===== config.mk =====
export PLATFORM = sky130hd
export DESIGN_NAME = audio_dac_top
export DESIGN_NICKNAME = d
export VERILOG_FILES = /design/src/design/audio_pkg.sv /design/src/design/audio_accum.sv /design/src/design/audio_clkgen.sv /design/src/design/audio_dac_top.sv /design/src/design/audio_serial_fsm.sv /design/src/design/wb_audio_regs.sv
export SDC_FILE = /design/constraint.sdc
export NUM_CORES = 1
export LEC_CHECK = 0
export ABC_AREA = 1
export BUFFER_PORTS_ARGS = -buffer_cell sky130_fd_sc_hd__buf_2
export CAP_MARGIN = 30
export CORE_MARGIN = 2
export CORE_UTILIZATION = 45
export CTS_CLUSTER_DIAMETER = 120
export CTS_CLUSTER_SIZE = 40
export DETAILED_ROUTE_END_ITERATION = 8
export GPL_TIMING_DRIVEN = 0
export SYNTH_ARGS = -nofsm -noshare
export SYNTH_HDL_FRONTEND = slang
export SYNTH_SLANG_ARGS = --single-unit
export TNS_END_PERCENT = 20

===== constraint.sdc =====
create_clock -name clk_i -period 1.9 [get_ports clk_i]
set_clock_uncertainty 0.1 [all_clocks]
set_input_delay 0.285 -clock clk_i [delete_from_list [all_inputs] [get_ports clk_i]]
set_output_delay 0.285 -clock clk_i [all_outputs]
set_load 0.005 [all_outputs]

===== src/design/audio_pkg.sv =====
// Audio DAC shared definitions
// Sample width, register map of the Wishbone slave and the
// serializer state encoding

package audio_pkg;

  ////////////////////////////////////////
  // Data widths
  ////////////////////////////////////////

  // PCM sample width
  parameter int SAMPLE_W = 16;

  // Word address width seen by the slave
  parameter int ADDR_W = 2;

  ////////////////////////////////////////
  // Register map
  ////////////////////////////////////////

  // Held sample, byte-lane writable
  parameter logic [ADDR_W-1:0] REG_SAMPLE = 2'd0;
  // Control, bit 0 is mute
  parameter logic [ADDR_W-1:0] REG_CTRL   = 2'd1;
  // Last word loaded into the serializer, read only
  parameter logic [ADDR_W-1:0] REG_LAST   = 2'd2;

  // Serializer states
  typedef enum logic [1:0] {
    WAIT_FRAME = 2'd0,
    LEFT       = 2'd1,
    RIGHT      = 2'd2
  } ser_state_t;

endpackage


===== src/design/audio_accum.sv =====
// Frame accumulator
// Sums the held sample on every clock of a frame and yields
// the frame average one cycle after the frame start

module audio_accum #(
  parameter int FRAME_BITS = 7
) (
  input  logic                           clk_i,
  input  logic                           rst_n_i,
  input  logic [audio_pkg::SAMPLE_W-1:0] sample_i,
  input  logic                           frame_start_i,
  output logic [audio_pkg::SAMPLE_W-1:0] avg_o,
  output logic                           avg_valid_o
);
  import audio_pkg::*;

  // Room for 2^FRAME_BITS full-scale samples
  localparam int ACC_W = SAMPLE_W + FRAME_BITS;

  logic [ACC_W-1:0] acc_q;
  logic [ACC_W-1:0] sample_ext;

  assign sample_ext = {{FRAME_BITS{1'b0}}, sample_i};

  ////////////////////////////////////////
  // Sum and restart
  ////////////////////////////////////////

  // At frame start the sum covers phases 0 to the last phase of
  // the previous frame; the new sum starts with the current sample
  always_ff @(posedge clk_i) begin
    if (!rst_n_i) begin
      acc_q       <= '0;
      avg_valid_o <= 1'b0;
    end else begin
      avg_valid_o <= frame_start_i;
      if (frame_start_i) begin
        acc_q <= sample_ext;
      end else begin
        acc_q <= acc_q + sample_ext;
      end
    end
  end

  // Divide by the frame length
  always_ff @(posedge clk_i) begin
    if (frame_start_i) begin
      avg_o <= acc_q[ACC_W-1:FRAME_BITS];
    end
  end

endmodule


===== src/design/audio_clkgen.sv =====
// Audio timing generator
// Free-running divider for the DAC clocks, the frame phase,
// a frame-start strobe and a slow heartbeat

module audio_clkgen #(
  parameter int FRAME_BITS = 7
) (
  input  logic                  clk_i,
  input  logic                  rst_n_i,
  output logic [FRAME_BITS-1:0] phase_o,
  output logic                  frame_start_o,
  output logic                  sysck_o,
  output logic                  bck_o,
  output logic                  lrclk_o,
  output logic                  heartbeat_o
);

  localparam int CNT_W = 23;

  logic [CNT_W-1:0] cnt_q;
  logic             wrap;

  // Last phase of the frame, the strobe lands on phase 0
  assign wrap = (cnt_q[FRAME_BITS-1:0] == '1);

  always_ff @(posedge clk_i) begin
    if (!rst_n_i) begin
      cnt_q         <= '0;
      frame_start_o <= 1'b0;
    end else begin
      cnt_q         <= cnt_q + 1'b1;
      frame_start_o <= wrap;
    end
  end

  ////////////////////////////////////////
  // Clock taps
  ////////////////////////////////////////

  assign phase_o = cnt_q[FRAME_BITS-1:0];

  // System clock is half the core clock
  assign sysck_o = cnt_q[0];

  // One bit lasts four clocks
  assign bck_o = cnt_q[1];

  // Low for left, high for right
  assign lrclk_o = cnt_q[FRAME_BITS-1];

  // Visible blink rate
  assign heartbeat_o = cnt_q[CNT_W-1];

endmodule


===== src/design/audio_dac_top.sv =====
// Audio output path top level
// Wishbone register slave, DAC timing, frame averaging and
// serial data line for an external audio DAC

module audio_dac_top #(
  parameter int FRAME_BITS = 7
) (
  input  logic                           clk_i,
  input  logic                           rst_n_i,
  input  logic                           cyc_i,
  input  logic                           stb_i,
  input  logic                           we_i,
  input  logic [audio_pkg::ADDR_W-1:0]   adr_i,
  input  logic [1:0]                     sel_i,
  input  logic [audio_pkg::SAMPLE_W-1:0] dat_i,
  output logic [audio_pkg::SAMPLE_W-1:0] dat_o,
  output logic                           ack_o,
  output logic                           err_o,
  output logic                           data_o,
  output logic                           sysck_o,
  output logic                           bck_o,
  output logic                           lrclk_o,
  output logic                           heartbeat_o
);
  import audio_pkg::*;

  logic [SAMPLE_W-1:0]   sample;
  logic                  mute;
  logic [FRAME_BITS-1:0] phase;
  logic                  frame_start;
  logic [SAMPLE_W-1:0]   avg_word;
  logic                  avg_valid;
  logic [SAMPLE_W-1:0]   last_word;

  ////////////////////////////////////////
  // Bus side
  ////////////////////////////////////////

  wb_audio_regs u_regs (
    .clk_i       (clk_i),
    .rst_n_i     (rst_n_i),
    .cyc_i       (cyc_i),
    .stb_i       (stb_i),
    .we_i        (we_i),
    .adr_i       (adr_i),
    .sel_i       (sel_i),
    .dat_i       (dat_i),
    .dat_o       (dat_o),
    .ack_o       (ack_o),
    .err_o       (err_o),
    .last_word_i (last_word),
    .sample_o    (sample),
    .mute_o      (mute)
  );

  ////////////////////////////////////////
  // DAC side
  ////////////////////////////////////////

  audio_clkgen #(.FRAME_BITS(FRAME_BITS)) u_clkgen (
    .clk_i         (clk_i),
    .rst_n_i       (rst_n_i),
    .phase_o       (phase),
    .frame_start_o (frame_start),
    .sysck_o       (sysck_o),
    .bck_o         (bck_o),
    .lrclk_o       (lrclk_o),
    .heartbeat_o   (heartbeat_o)
  );

  audio_accum #(.FRAME_BITS(FRAME_BITS)) u_accum (
    .clk_i         (clk_i),
    .rst_n_i       (rst_n_i),
    .sample_i      (sample),
    .frame_start_i (frame_start),
    .avg_o         (avg_word),
    .avg_valid_o   (avg_valid)
  );

  audio_serial_fsm #(.FRAME_BITS(FRAME_BITS)) u_serial (
    .clk_i       (clk_i),
    .rst_n_i     (rst_n_i),
    .phase_i     (phase),
    .avg_i       (avg_word),
    .avg_valid_i (avg_valid),
    .mute_i      (mute),
    .data_o      (data_o),
    .last_word_o (last_word)
  );

endmodule


===== src/design/audio_serial_fsm.sv =====
// Serializer for the DAC data line
// Loads the frame average, or zero when muted, and shifts it out
// MSB first in the left and in the right half of each frame

module audio_serial_fsm #(
  parameter int FRAME_BITS = 7
) (
  input  logic                           clk_i,
  input  logic                           rst_n_i,
  input  logic [FRAME_BITS-1:0]          phase_i,
  input  logic [audio_pkg::SAMPLE_W-1:0] avg_i,
  input  logic                           avg_valid_i,
  input  logic                           mute_i,
  output logic                           data_o,
  output logic [audio_pkg::SAMPLE_W-1:0] last_word_o
);
  import audio_pkg::*;

  // Position inside one half frame
  localparam int HALF_W = FRAME_BITS - 1;

  ser_state_t          state_q;
  ser_state_t          state_d;
  logic [SAMPLE_W-1:0] buf_q;
  logic [SAMPLE_W-1:0] load_word;
  logic [SAMPLE_W-1:0] cur_word;
  logic                load;
  logic [HALF_W-1:0]   half_pos;
  logic [3:0]          bit_idx;
  logic                in_window;
  logic                active;

  assign load      = avg_valid_i && (state_q != LEFT);
  assign load_word = mute_i ? '0 : avg_i;

  ////////////////////////////////////////
  // Bit select
  ////////////////////////////////////////

  // The average arrives at phase 1, so the new word is passed
  // through during the load cycle; the MSB then settles while
  // bck is still low and holds until the end of phase 3
  assign cur_word = load ? load_word : buf_q;

  assign half_pos  = phase_i[HALF_W-1:0];
  assign bit_idx   = half_pos[5:2];
  // Word uses the first 64 clocks of the half
  assign in_window = ((half_pos >> 6) == '0);
  assign active    = load || (state_q != WAIT_FRAME);

  assign data_o = active && in_window && cur_word[4'(SAMPLE_W - 1) - bit_idx];

  ////////////////////////////////////////
  // State machine
  ////////////////////////////////////////

  always_comb begin
    state_d = state_q;
    case (state_q)
      WAIT_FRAME: begin
        if (avg_valid_i) begin
          state_d = LEFT;
        end
      end
      LEFT: begin
        // Right half begins with lrclk high
        if (phase_i[FRAME_BITS-1]) begin
          state_d = RIGHT;
        end
      end
      RIGHT: begin
        if (avg_valid_i) begin
          state_d = LEFT;
        end
      end
      default: state_d = WAIT_FRAME;
    endcase
  end

  always_ff @(posedge clk_i) begin
    if (!rst_n_i) begin
      state_q     <= WAIT_FRAME;
      last_word_o <= '0;
    end else begin
      state_q <= state_d;
      if (load) begin
        last_word_o <= load_word;
      end
    end
  end

  // Word shifted for both halves of the frame
  always_ff @(posedge clk_i) begin
    if (load) begin
      buf_q <= load_word;
    end
  end

endmodule


===== src/design/wb_audio_regs.sv =====
// Wishbone register slave of the audio path
// Holds the PCM sample and the mute bit, reads back the last
// serialized word; classic single-cycle ack, err on unmapped address

module wb_audio_regs (
  input  logic                           clk_i,
  input  logic                           rst_n_i,
  input  logic                           cyc_i,
  input  logic                           stb_i,
  input  logic                           we_i,
  input  logic [audio_pkg::ADDR_W-1:0]   adr_i,
  input  logic [1:0]                     sel_i,
  input  logic [audio_pkg::SAMPLE_W-1:0] dat_i,
  output logic [audio_pkg::SAMPLE_W-1:0] dat_o,
  output logic                           ack_o,
  output logic                           err_o,
  input  logic [audio_pkg::SAMPLE_W-1:0] last_word_i,
  output logic [audio_pkg::SAMPLE_W-1:0] sample_o,
  output logic                           mute_o
);
  import audio_pkg::*;

  logic                req;
  logic                mapped;
  logic                wr_sample;
  logic                wr_ctrl;
  logic [SAMPLE_W-1:0] rd_data;

  // A new request only while no response is pending, since the
  // master still holds stb_i during the ack cycle
  assign req = cyc_i && stb_i && !ack_o && !err_o;

  ////////////////////////////////////////
  // Address decode
  ////////////////////////////////////////

  always_comb begin
    mapped  = 1'b1;
    rd_data = '0;
    case (adr_i)
      REG_SAMPLE: rd_data = sample_o;
      REG_CTRL:   rd_data = {{(SAMPLE_W-1){1'b0}}, mute_o};
      REG_LAST:   rd_data = last_word_i;
      default:    mapped  = 1'b0;
    endcase
  end

  assign wr_sample = req && we_i && (adr_i == REG_SAMPLE);
  assign wr_ctrl   = req && we_i && (adr_i == REG_CTRL);

  // Sample with byte lanes, mute bit from lane 0
  always_ff @(posedge clk_i) begin
    if (!rst_n_i) begin
      sample_o <= '0;
      mute_o   <= 1'b0;
    end else begin
      if (wr_sample && sel_i[0]) begin
        sample_o[7:0] <= dat_i[7:0];
      end
      if (wr_sample && sel_i[1]) begin
        sample_o[SAMPLE_W-1:8] <= dat_i[SAMPLE_W-1:8];
      end
      if (wr_ctrl && sel_i[0]) begin
        mute_o <= dat_i[0];
      end
    end
  end

  ////////////////////////////////////////
  // Response
  ////////////////////////////////////////

  always_ff @(posedge clk_i) begin
    if (!rst_n_i) begin
      ack_o <= 1'b0;
      err_o <= 1'b0;
    end else begin
      ack_o <= req && mapped;
      err_o <= req && !mapped;
    end
  end

  // Read data lines up with the ack
  always_ff @(posedge clk_i) begin
    if (req && !we_i) begin
      dat_o <= rd_data;
    end
  end

endmodule


==> impl.org, run 1 <==
** Route
- Via total after detailed routing :: 5689
- Aggregate routed wire length :: 16780 um
- Remaining routing DRC violations :: 0
- Iteration count of the initial detailed-routing pass :: 5
- Using the TritonRoute via totals, the vias-per-cell ratio works out to 4.999.
- The count of nets left with antenna violations once routing finished came out at 0.
- The detailed router finished its first iteration with 326 violations.
- Dividing the detail-routed wire length by the instance count gives 14.74 um.

** Synth
- The cell count after synthesis came out at 854.
- Flip-flop and latch count after synthesis :: 133
- During synthesis, Yosys emitted a total of 0 warnings.
- Average size of a mapped cell :: 7.422 um2
- Sequential elements use 47.06% of the synthesized area.
- The biggest area contributor in the post-synthesis netlist is sky130_fd_sc_hd__dfxtp_1.
- In this run, distinct cell masters in the synthesized netlist total 38.
- Post-synth top area share :: 31.90%
- Counting flops with an async set or reset pin after synthesis yields a share of 0%.
- Nets in the synthesized netlist :: 897
- EDFF count, synth :: 32
- sky130_fd_sc_hd__nand2_1 is the most common cell in the netlist.
- Synth Flop Type :: sky130_fd_sc_hd__dfxtp_1
- Sorting the synthesized cells by how often they occur yields 226 x sky130_fd_sc_hd__nand2_1, 110 x sky130_fd_sc_hd__inv_1, 101 x sky130_fd_sc_hd__dfxtp_1, 101 x sky130_fd_sc_hd__nor2_1, 61 x sky130_fd_sc_hd__o21ai_0.
- Sorting the synthesized cells by area gives the leading types as sky130_fd_sc_hd__dfxtp_1 32%, sky130_fd_sc_hd__edfxtp_1 15%, sky130_fd_sc_hd__nand2_1 13%.
- Mapped cell area :: 6339 um2

** Power
- Internal Dissipation :: 5181 uW
- Net switching is 20.78% of the power.
- The share of total power dissipated in combinational logic is 3.7%.
- Power Dens Cells :: 806.6 nW/um2
- Clock share of power :: 51.2%
- Portion of total power attributed to sequential cells :: 45.1%
- The analysis attributes to net switching a power of 1359 uW.
- The worst-case IR drop observed on VDD is 0.0006813 V.
- Static power due to leakage :: 0.003459 uW

** STA
- Setup tns final :: -0.2858 ns
- Counting I/O delays and the setup requirement, the final critical path takes 2.186 ns.
- Static timing analysis puts the maximum clock frequency at 457.5 MHz.
- Setup repair after global routing could not meet its margin everywhere.
- Worst-margin pin slew :: 0.7142 ns
- Final Hold Fails :: 0
- Portion of the clock cycle consumed by the worst path in the final layout :: 115.0%
- In the post-route analysis, the smallest setup slack over all paths is -0.2858 ns.
- Setup violations remaining at the end of the flow were counted as 1.
- Max-slew headroom at the worst pin :: 52.21%
- The number of pins with negative max-slew slack in the final report is 0.

** Clock network
- Sinks on the clock net :: 133
- The root buffer cell chosen for the clock tree is sky130_fd_sc_hd__clkbuf_16.
- Clk_lat worst skew :: 0.42 ns
- The clock passes through at most 2 buffers.
- CTS H-tree lvls :: 4
- CTS tree :: built
- Clock Pin Slew Worst Setup and Hold Paths :: 0.06 ns
- Clock buffers created by TritonCTS :: 17

** Critical path
- For the worst setup path, the data arrival time is 1.80 ns.
- Required time worst endpoint :: 1.51 ns
- Tracing the worst setup path back leads to its startpoint at u_serial.state_q[1].
- STA classifies the critical path endpoint as an output port.
- The worst register-to-register path begins at u_regs.sample_o[0].
- The worst setup path is of the flop to output port kind.
- Counting cells, the worst reg-to-reg path comes to 12.
- STA classifies the critical path startpoint as a flop.
- Critical path peak fanout :: 8

** Final layout
- In the final layout, the share of cells above drive strength 1 is 20.35%.
- The net count of the finished layout is 988.
- Diode count :: 0
- Growth of design area from synthesis to finish :: 27.91%

** Floorplanning
- Overall die width :: 122.7 um
- For this configuration, the core starts out at a cell density of 45.84%.
- The initialized floorplan defines 43 standard-cell rows.
- The floorplan step set the die height to 122.7 um.
- The total area inside the core boundary comes to 13830 um2.
- For this design the top-level I/O count stands at 48.
- The die covers 15050 um2.

** GRT
- Antenna violations before repair :: 0
- The via count of the first global-routing pass was 5114.
- GR Util All Layers :: 23.22%
- Global routing finished with a remaining overflow of 0.
- Pin count of the biggest net entering global routing :: 19
- First-pass GRT wire length :: 26230 um

** Placed design
- Half-perimeter wire length after placement :: 12290 um
- At the placement stage, the worst setup path has a slack of -0.1727 ns.
- Count of buffers inserted at the top-level ports :: 47
- Routability-driven placement finished with a final weighted congestion of 0.9469.

** Hold path
- Cells on Worst Hold Path :: 3
- Source of the worst hold timing path :: dat_i[7]
- The tightest min-delay check is of the input port to flop type.

** Job
- The tool flagged a number of max-cap violations equal to 0.

** Status
- The final reports fail on setup timing.
- The flow ran to the end, but the final reports show violations.
==> cells in the final DEF, fill, tap and decap left out, drive strengths merged, types with 2 or more instances in the layout <==
| cell | synthesis | routed |
|---|---|---|
| ha | 17 | 17 |
| o22ai | 4 | 4 |
| o21ai | 62 | 62 |
| a31oi | 2 | 2 |
| a22o | 3 | 3 |
| edfxtp | 32 | 32 |
| nor3 | 17 | 17 |
| clkinv | 1 | 5 |
| nand2 | 231 | 231 |
| nor2 | 107 | 107 |
| nand4 | 12 | 12 |
| xor2 | 7 | 7 |
| buf | 10 | 76 |
| clkinvlp | 0 | 2 |
| nand3 | 60 | 60 |
| dlygate4sd3 | 0 | 6 |
| a21oi | 56 | 56 |
| bufinv | 0 | 3 |
| inv | 111 | 111 |
| clkbuf | 11 | 34 |
| dfxtp | 101 | 101 |
==> registers in the layout, summed over array words and instances (netlist names), 2 cells and up <==
register,cells
u_accum.acc_q,23
u_clkgen.cnt_q,23
u_serial.last_word_o,16
u_serial.buf_q,16
u_regs.dat_o,16
u_serial.state_q,2
u_regs.sample_o,16
u_accum.avg_o,16
==> final timing paths <==
kind / endpoint / slack (ns)
hold / removal: u_regs.sample_o[7] / 0.02
setup / recovery: data_o / -0.29
hold reg to reg: u_serial.buf_q[12] / 0.35
setup reg to reg: u_accum.acc_q[18] / 0.09
==> critical path, stage by stage, from the launching register on <==
cell                      delay, ns
sky130_fd_sc_hd__dfxtp_2       0.33
sky130_fd_sc_hd__inv_4         0.09
sky130_fd_sc_hd__nand2_8       0.08
sky130_fd_sc_hd__nand2_8       0.11
sky130_fd_sc_hd__buf_6         0.13
sky130_fd_sc_hd__nand2_1       0.07
sky130_fd_sc_hd__nand3_1       0.09
sky130_fd_sc_hd__nand3_1       0.08
sky130_fd_sc_hd__nand2_1       0.07
sky130_fd_sc_hd__nand2_1       0.04
sky130_fd_sc_hd__nor2_1        0.11
sky130_fd_sc_hd__nor2_1        0.05
sky130_fd_sc_hd__buf_2         0.12
==> per-layer routing <==
metal / vias to the layer above / routed length [um] / GRT usage [%]
met5: - / 0 / 0
met3: 26 / 540 / 5.344
met1: 2582 / 8200 / 31.52
met2: 125 / 7677 / 36.05
met4: 0 / 360 / 8.549
li1: 2956 / - / -
==> power by group through the flow <==
stage | logic (uW) | clock network [uW] | registers [uW]
floorplan | 122 | 0 | 3000
detailed placement | 216 | 0 | 3010
global placement | 214 | 0 | 3000
CTS | 233 | 3390 | 2940
finish | 245 | 3350 | 2950
global route | 273 | 3520 | 2950
==> logic make-up after synthesis <==
| logic type | Yosys count | share of synthesized area, % |
|---|---|---|
| compound gates | 132 | 11.03 |
| simple gates | 431 | 29.04 |
| flops | 133 | 47.06 |
| buf+inv | 133 | 8.231 |
| fa+ha+maj | 18 | 3.671 |
| xor+xnor | 7 | 0.9673 |
==> timing repair <==
item,in CTS,in global routing
buffers inserted,11,5
resized for setup,58,61
hold buffers,6,0
cloned,2,0
endpoints found under the setup margin,12,25
pin swaps,15,14
endpoints found under the hold margin,5,0
==> layout make-up <==
type / count / area (um2)
fill: 1282 / 5719
multi-input combinational: 588 / 3233
sequential: 133 / 2998
timing repair buffer: 72 / 481.7
clock buffer: 23 / 479.2
inverter: 112 / 427.9
tap: 180 / 225.2
buffer: 21 / 138.9
clock inverter: 9 / 123.9
==> through the flow <==
step	total power [uW]	cells	util [%]	hold WS [ns]	cell area [um2]
6_report	6540	1138	58.64	0.01615	8108
5_1_grt	6744	1138	58.64	0.02518	8108
4_1_cts	6566	1133	56.48	0.001955	7810
3_5_place_dp	3221	1082	49.25	0.3303	6810
3_3_place_gp	3218	1081	49.17	0.3210	6799
2_1_floorplan	3125	854	-	0.2752	6339
(Power assumes the default switching activity.)
==> inputs of run 2 (changes only) <==
CAP_MARGIN = 10   (was 30)
CTS_BUF_LIST = sky130_fd_sc_hd__clkbuf_4 sky130_fd_sc_hd__clkbuf_8   (was not set)
==> impl.org, run 2 (synthesis gave the netlist of run 1 again) <==
** Status
- The run finished, with violations left.
- Violated checks :: setup timing

** Placed design
- The total half-perimeter wirelength after legalization and detailed placement is 12330 um (+0.28%).
- The pre-CTS setup slack was -0.1807 ns (-0.008011 ns).
- The weighted congestion reported at the end of routability-driven placement was 0.9469 (unchanged).
- The number of buffers added on ports is 47 (unchanged).

** Clock network
- Clock buffers created by TritonCTS :: 17 (unchanged)
- TritonCTS built the clock tree.
- The number of H-tree levels is 4 (unchanged).
- The largest buffer count on any clock path is 2 (unchanged).
- Clock tree synthesis selected as its root buffer the cell sky130_fd_sc_hd__clkbuf_8.
- The clock transition at the registers of the reported paths came to 0.08 ns (+0.02 ns).
- The clock latency of the later-clocked register in the worst-skew pair came to 0.45 ns (+0.03 ns).
- The CTS sink count is 133 (unchanged).

** STA
- The number of failing hold endpoints at the final stage is 0 (unchanged).
- Final setup violation count :: 1 (unchanged)
- The part of the cycle the worst path needs is 117.8% (+2.7 points).
- Setup tns final :: -0.3373 ns (-0.05145 ns)
- Worst-margin pin slew :: 0.7746 ns (+0.06032 ns)
- The maximum frequency from static timing analysis was 447.0 MHz (-2.3%).
- Max-slew headroom at the worst pin :: 48.31% (-3.9 points)
- Minimum period implied by the final worst setup slack :: 2.237 ns (+0.05145 ns)
- Final max-slew violation count :: 0 (unchanged)
- Unrepaired setup endpoints after global routing :: yes
- Post-route worst setup slack :: -0.3373 ns (-0.05145 ns)

** Critical path
- The maximum fanout encountered on the critical timing path came to 10 (+2).
- Endpoint of the most critical register-to-register path :: u_accum.acc_q[18]
- The critical path data required time was 1.51 ns (about the same).
- The register-to-register setup slack came to 0.09 ns (about the same).
- The depth of the worst register-to-register path is 12 (unchanged).
- Reg-to-Reg Start :: u_regs.sample_o[0]
- The arrival time of the worst setup path came to 1.85 ns (+0.05 ns).
- Endpoint kind of the worst setup timing path :: output port
- Critical path class :: flop to output port
- Startpoint types :: flop

** Floorplanning
- The die area is 15050 um2 (unchanged).
- Overall die width :: 122.7 um (unchanged)
- The effective utilization at floorplan came to 45.84% (unchanged).
- # rows :: 43 (unchanged)
- Top-level I/O count :: 48 (unchanged)
- Vert. Die Dim :: 122.7 um (unchanged)
- The area of the core is 13830 um2 (unchanged).

** Power
- The worst ir drop on vdd came to 0.0004457 V (-35%).
- The power density normalized to cell area was 694.1 nW/um2 (-14%).
- Portion of total power attributed to sequential cells :: 53.4% (+8.3 points)
- The leakage power of the design was 0.003401 uW (-1.7%).
- Switching power share of the total :: 22.55% (+1.8 points)
- The design internal power is 4265 uW (-18%).
- The fraction of power consumed by combinational cells was 4.9% (+1.2 points).
- The clock group share of total power came to 41.7% (-9.5 points).
- The switching power is 1242 uW (-8.6%).

** Route
- Number of antenna-violating nets in the routed design :: 0 (unchanged)
- Aggregate routed wire length :: 16810 um (+0.20%)
- The detailed-route DRC error count is 0 (unchanged).
- The number of vias per cell was 5.028 (+0.58%).
- The number of DRC markers after the initial detailed-route iteration is 356 (+9.2%).
- The via count is 5747 (+1.0%).
- The mean routed wirelength per cell is 14.71 um (-0.24%).
- Iteration count of the initial detailed-routing pass :: 5 (unchanged)

** Job
- The max capacitance violation total was 0 (unchanged).

** GRT
- The global-route total usage across every layer came to 23.33% (+0.11 points).
- The maximum number of pins on one net before global-route repair was 19 (unchanged).
- Number of global-route vias before repair :: 5282 (+3.3%)
- GRT Residual Overflow :: 0 (unchanged)
- The first-pass GRT wire length came to 26700 um (+1.8%).
- Antenna violations before repair :: 0 (unchanged)

** Final layout
- Diode count :: 0 (unchanged)
- The fraction of layout instances using a drive strength above 1 was 20.66% (+0.31 points).
- The post-layout net count was 993 (+0.51%).
- Registers with the most flip-flops :: u_accum.acc_q (23), u_clkgen.cnt_q (23)
- Commonest non-fill, non-tap cells in the layout :: 204 x sky130_fd_sc_hd__nand2_1, 108 x sky130_fd_sc_hd__inv_1, 92 x sky130_fd_sc_hd__dfxtp_1, 87 x sky130_fd_sc_hd__nor2_1, 56 x sky130_fd_sc_hd__o21ai_0
- The final design utilization is 57.39% (-1.2 points).
- Leaving out fill and tap cells, the most frequent cell in the layout is sky130_fd_sc_hd__nand2_1.
- Growth of design area from synthesis to finish :: 25.19%

** Hold path
- Type of the tightest min-delay check :: input port to flop
- The hold path depth was 3 (unchanged).
- Hold worst-path end :: u_regs.err_o
- The startpoint identified for the worst hold timing path is cyc_i.
==> run 2: per-layer routing <==
| layer | GRT usage [%] | wire length [um] | vias up |
|---|---|---|---|
| met5 | 0 | 0 | - |
| met4 | 8.764 | 446 | 0 |
| met1 | 32.19 | 8123 | 2618 |
| met3 | 4.879 | 716 | 36 |
| met2 | 35.88 | 7526 | 129 |
| li1 | - | - | 2964 |
==> run 2: metrics by stage <==
stage | power (uW) | cell area, um2 | hold slack (ns) | std cells
floorplan | 3125 | 6339 | 0.2752 | 854
global placement | 3218 | 6799 | 0.3210 | 1081
detailed placement | 3220 | 6799 | 0.3279 | 1081
CTS | 5523 | 7702 | 0.01504 | 1140
global route | 5690 | 7935 | 0.02912 | 1143
finish | 5508 | 7935 | 0.03062 | 1143
==> run 2: worst max path at each step <==
| stage | slack (ns) | depth (start not counted) | endpoint | start |
|---|---|---|---|---|
| global placement | -0.16 | 12 | u_accum.acc_q[18] | u_regs.sample_o[0] |
| finish | -0.34 | 11 | data_o | u_regs.mute_o |
| global route | -0.44 | 11 | data_o | u_regs.mute_o |
| detailed placement | -0.18 | 12 | u_accum.acc_q[18] | u_regs.sample_o[0] |
| CTS | -0.32 | 13 | data_o | u_serial.state_q[1] |
| floorplan | 0.12 | 12 | u_accum.acc_q[18] | u_regs.sample_o[0] |
==> run 2: critical path, cell delays in order, from the launching register on <==
cell	delay, ns
sky130_fd_sc_hd__dfxtp_1	0.33
sky130_fd_sc_hd__buf_6	0.16
sky130_fd_sc_hd__clkinv_4	0.11
sky130_fd_sc_hd__nand2_1	0.08
sky130_fd_sc_hd__nand3_1	0.13
sky130_fd_sc_hd__nand3_2	0.11
sky130_fd_sc_hd__nand3_1	0.10
sky130_fd_sc_hd__nand2_1	0.09
sky130_fd_sc_hd__nand2_1	0.05
sky130_fd_sc_hd__nand3_1	0.07
sky130_fd_sc_hd__nor2_1	0.04
sky130_fd_sc_hd__buf_2	0.12
==> run 2: power groups by stage <==
| stage | Combinational (uW) | Clock (uW) | Sequential [uW] |
|---|---|---|---|
| final | 268 | 2300 | 2940 |
| after detailed placement | 214 | 0 | 3010 |
| after global placement | 214 | 0 | 3000 |
| after global routing | 298 | 2450 | 2950 |
| after floorplan | 122 | 0 | 3000 |
| after CTS | 253 | 2330 | 2940 |
==> run 2: area by class of cell <==
class,count,area [um2]
fillers,1287,5892
multi-input cells,588,3227
flip-flops and latches,133,2999
repair buffers,77,531.8
inverters,112,427.9
clock buffers,27,327.8
well taps,180,225.2
plain buffers,21,143.9
clock inverters,5,52.55
==> run 2: timing repair <==
action                                  CTS  global route
buffers inserted                          6             3
pin swaps                                19            13
resized for setup                        69            56
hold buffers                             19             0
gates cloned                              2             0
endpoints found under the hold margin    18             0
endpoints found under the setup margin   26            35
==> inputs of run 3 (changes only) <==
SKIP_CTS_REPAIR_TIMING = 1   (was not set)
==> impl.org, run 3 (synthesis gave the netlist of run 1 again) <==
** Status
- The run finished, with violations left.
- The final reports fail on hold timing, setup timing.

** Clock network
- The clock latency of the later-clocked register in the worst-skew pair is 0.45 ns (about the same).
- Sinks on the clock net :: 133 (unchanged)
- CTS tree :: built
- The clock transition at the registers of the reported paths is 0.07 ns (about the same).
- In this run the clock root is driven by a sky130_fd_sc_hd__clkbuf_8.
- The total CTS buffers was 17 (unchanged).
- The largest buffer count on any clock path came to 2 (unchanged).
- The number of H-tree levels was 4 (unchanged).

** Floorplanning
- Initial Util :: 45.84% (unchanged)
- Vert. Die Dim :: 122.7 um (unchanged)
- The horizontal extent of the die is 122.7 um (unchanged).
- # rows :: 43 (unchanged)
- The die area came to 15050 um2 (unchanged).
- The count of boundary I/O pins is 48 (unchanged).
- The area of the core is 13830 um2 (unchanged).

** Placed design
- The pre-CTS setup slack is -0.1807 ns (unchanged).
- The number of buffers added on ports is 47 (unchanged).
- The total half-perimeter wirelength after legalization and detailed placement is 12330 um (unchanged).
- The weighted congestion reported at the end of routability-driven placement came to 0.9469 (unchanged).
- Number of placed instances, taps included :: 1081 (unchanged)

** Critical path
- Among the stages of the critical path, the cell type that occurs most often is sky130_fd_sc_hd__nor2_1.
- The critical path in this run is classified as flop to output port.
- STA classifies the critical path startpoint as a flop.
- Slowest cell delay on critical path :: 0.34 ns (about the same)
- Critical path peak fanout :: 5 (-5)
- STA classifies the critical path endpoint as an output port.
- The largest individual stage delay along the critical path comes from the cell sky130_fd_sc_hd__dfxtp_2.
- The critical path data required time came to 1.51 ns (about the same).
- List of cells traversed by the critical path :: buf_6, nor2_1, nand3_2, nand3_1, nand2_1, nor2_1, nand2_1, nand2_1, nor2_1, nor2_1, buf_2
- Combined buffer and inverter count along the critical path :: 2 (-1)
- Broken down by cell family, the worst path's largest delay share belongs to simple AND/OR/NAND/NOR gates.
- Critical Path AT :: 1.84 ns (about the same)

** STA
- The total of endpoints with negative setup slack in the final report was 1 (unchanged).
- The worst hold slack came to -0.02898 ns (-0.05960 ns).
- The final critical delay including setup and external delays was 2.226 ns (-0.01146 ns).
- Worst-margin pin slew :: 0.6897 ns (-0.08481 ns)
- Max Clk Rate :: 449.3 MHz (+0.51%)
- The smallest setup slack after layout was -0.3258 ns (+0.01146 ns).
- The final-layout setup total negative slack was -0.3258 ns (+0.01146 ns).
- The tightest slew margin relative to the limit came to 53.85% (+5.5 points).
- The part of the cycle the worst path needs came to 117.1% (-0.60 points).
- The number of failing hold endpoints at the final stage was 6 (+6).
- The number of pins with negative max-slew slack in the final report is 0 (unchanged).
- Unrepaired setup endpoints after global routing :: yes

** Power
- The worst ir drop on vdd came to 0.0004436 V (-0.47%).
- Power Dens Cells :: 703.8 nW/um2 (+1.4%)
- Static power due to leakage :: 0.003420 uW (+0.58%)

** Job
- Number of maximum-capacitance constraint violations :: 0 (unchanged)

** Final layout
- The final design utilization came to 56.29% (-1.1 points).
- Post-layout instance count excluding filler cells :: 1141 (-0.17%)
- The library cell used most frequently in the layout, excluding fill and tap cells, is sky130_fd_sc_hd__nand2_1.
- Commonest non-fill, non-tap cells in the layout :: 211 x sky130_fd_sc_hd__nand2_1, 109 x sky130_fd_sc_hd__inv_1, 93 x sky130_fd_sc_hd__nor2_1, 92 x sky130_fd_sc_hd__dfxtp_1, 56 x sky130_fd_sc_hd__o21ai_0
- Diode count :: 0 (unchanged)
- The largest registers in the layout are u_accum.acc_q (23), u_clkgen.cnt_q (23).
- Fraction of layout cells with a size suffix above 1 :: 18.94% (-1.7 points)
- Relative to the synthesized area, the layout overhead comes to 22.80%.
- The post-layout net count was 991 (-0.20%).

** Route
- The count of antenna-violating nets left after detailed routing came to 0 (unchanged).
- The mean routed wirelength per cell is 14.56 um (-1.0%).
- The detailed-route DRC error count came to 0 (unchanged).
- The number of vias per cell is 4.969 (-1.2%).
- The number of optimization iterations in the first detailed-route pass is 5 (unchanged).
- The via count is 5670 (-1.3%).
- Aggregate routed wire length :: 16610 um (-1.2%)
- The number of DRC markers after the initial detailed-route iteration is 402 (+13%).

** GRT
- The via count of the first global-routing pass is 4975 (-5.8%).
- The global-route total usage across every layer came to 22.41% (-0.93 points).
- The initial antenna violation count came to 0 (unchanged).
- Pin count of the biggest net entering global routing :: 19 (unchanged)
- The first-pass GRT wire length was 25540 um (-4.3%).
- GRT Residual Overflow :: 0 (unchanged)

** Hold path
- In this run the worst hold path is classified as input port to flop.
[run 3: changes by cell type in the layout (fill, tap and decap cells not counted), moves of 3 or more]
cell                            delta
sky130_fd_sc_hd__nor2_2            -8
sky130_fd_sc_hd__nand2_2           -7
sky130_fd_sc_hd__nand3_2           -6
sky130_fd_sc_hd__ha_1              +4
sky130_fd_sc_hd__nand2_1           +7
sky130_fd_sc_hd__buf_6             +3
sky130_fd_sc_hd__nor2_1            +6
sky130_fd_sc_hd__nand3_1           +7
sky130_fd_sc_hd__buf_4             +6
sky130_fd_sc_hd__dlygate4sd3_1     -9
[run 3: metal layers]
| metal | part of all wire [%] | GRT usage (%) |
|---|---|---|
| met1 | 49 | 32.07 |
| met2 | 45 | 33.29 |
| met3 | 4.4 | 4.740 |
| met4 | 2.0 | 7.902 |
| met5 | 0 | 0 |
[run 3: path summary, 6_finish.rpt]
path | start | endpoint | slack [ns] | cells after the start
setup / recovery | u_regs.mute_o | data_o | -0.33 | 11
hold / removal | dat_i[4] | u_regs.sample_o[4] | -0.03 | 3
setup reg to reg | u_regs.sample_o[0] | u_accum.acc_q[12] | 0.05 | 10
hold reg to reg | u_serial.buf_q[5] | u_serial.buf_q[5] | 0.34 | 2
[run 3: final cells by class]
class / count / area [um2]
Buffer: 21 / 136.4
Clock buffer: 27 / 327.8
Clock inverter: 5 / 52.55
Fill cell: 1300 / 6043
Inverter: 112 / 426.7
Multi-Input combinational cell: 588 / 3136
Sequential cell: 133 / 3002
Tap cell: 180 / 225.2
Timing Repair Buffer: 74 / 470.5
Timing Repair inverter: 1 / 7.507
[run 3: worst register-to-register path: stages, from the launching register on]
cell and delay (ns):
sky130_fd_sc_hd__dfxtp_4 0.36, sky130_fd_sc_hd__ha_4 0.17, sky130_fd_sc_hd__fa_2 0.37, sky130_fd_sc_hd__nand2_2 0.10
sky130_fd_sc_hd__nand3_2 0.09, sky130_fd_sc_hd__nand4_1 0.10, sky130_fd_sc_hd__nand2_2 0.10, sky130_fd_sc_hd__nand2_1 0.10
sky130_fd_sc_hd__nand3_1 0.07, sky130_fd_sc_hd__nand3_1 0.10, sky130_fd_sc_hd__o21ai_0 0.08
[run 3: per-stage QoR]
step	hold slack, ns	area, um2	total power [uW]
finish	-0.02898	7784	5479
CTS	-0.06685	7179	5486
global route	0.002096	7784	5657
floorplan	0.2752	6339	3125
global placement	0.3210	6799	3218
detailed placement	0.3279	6799	3220
[run 3: report_power, final]
group | switching [uW] | internal (uW)
clock | 1060 | 1230
combinational | 149 | 93.2
sequential | 19.9 | 2920
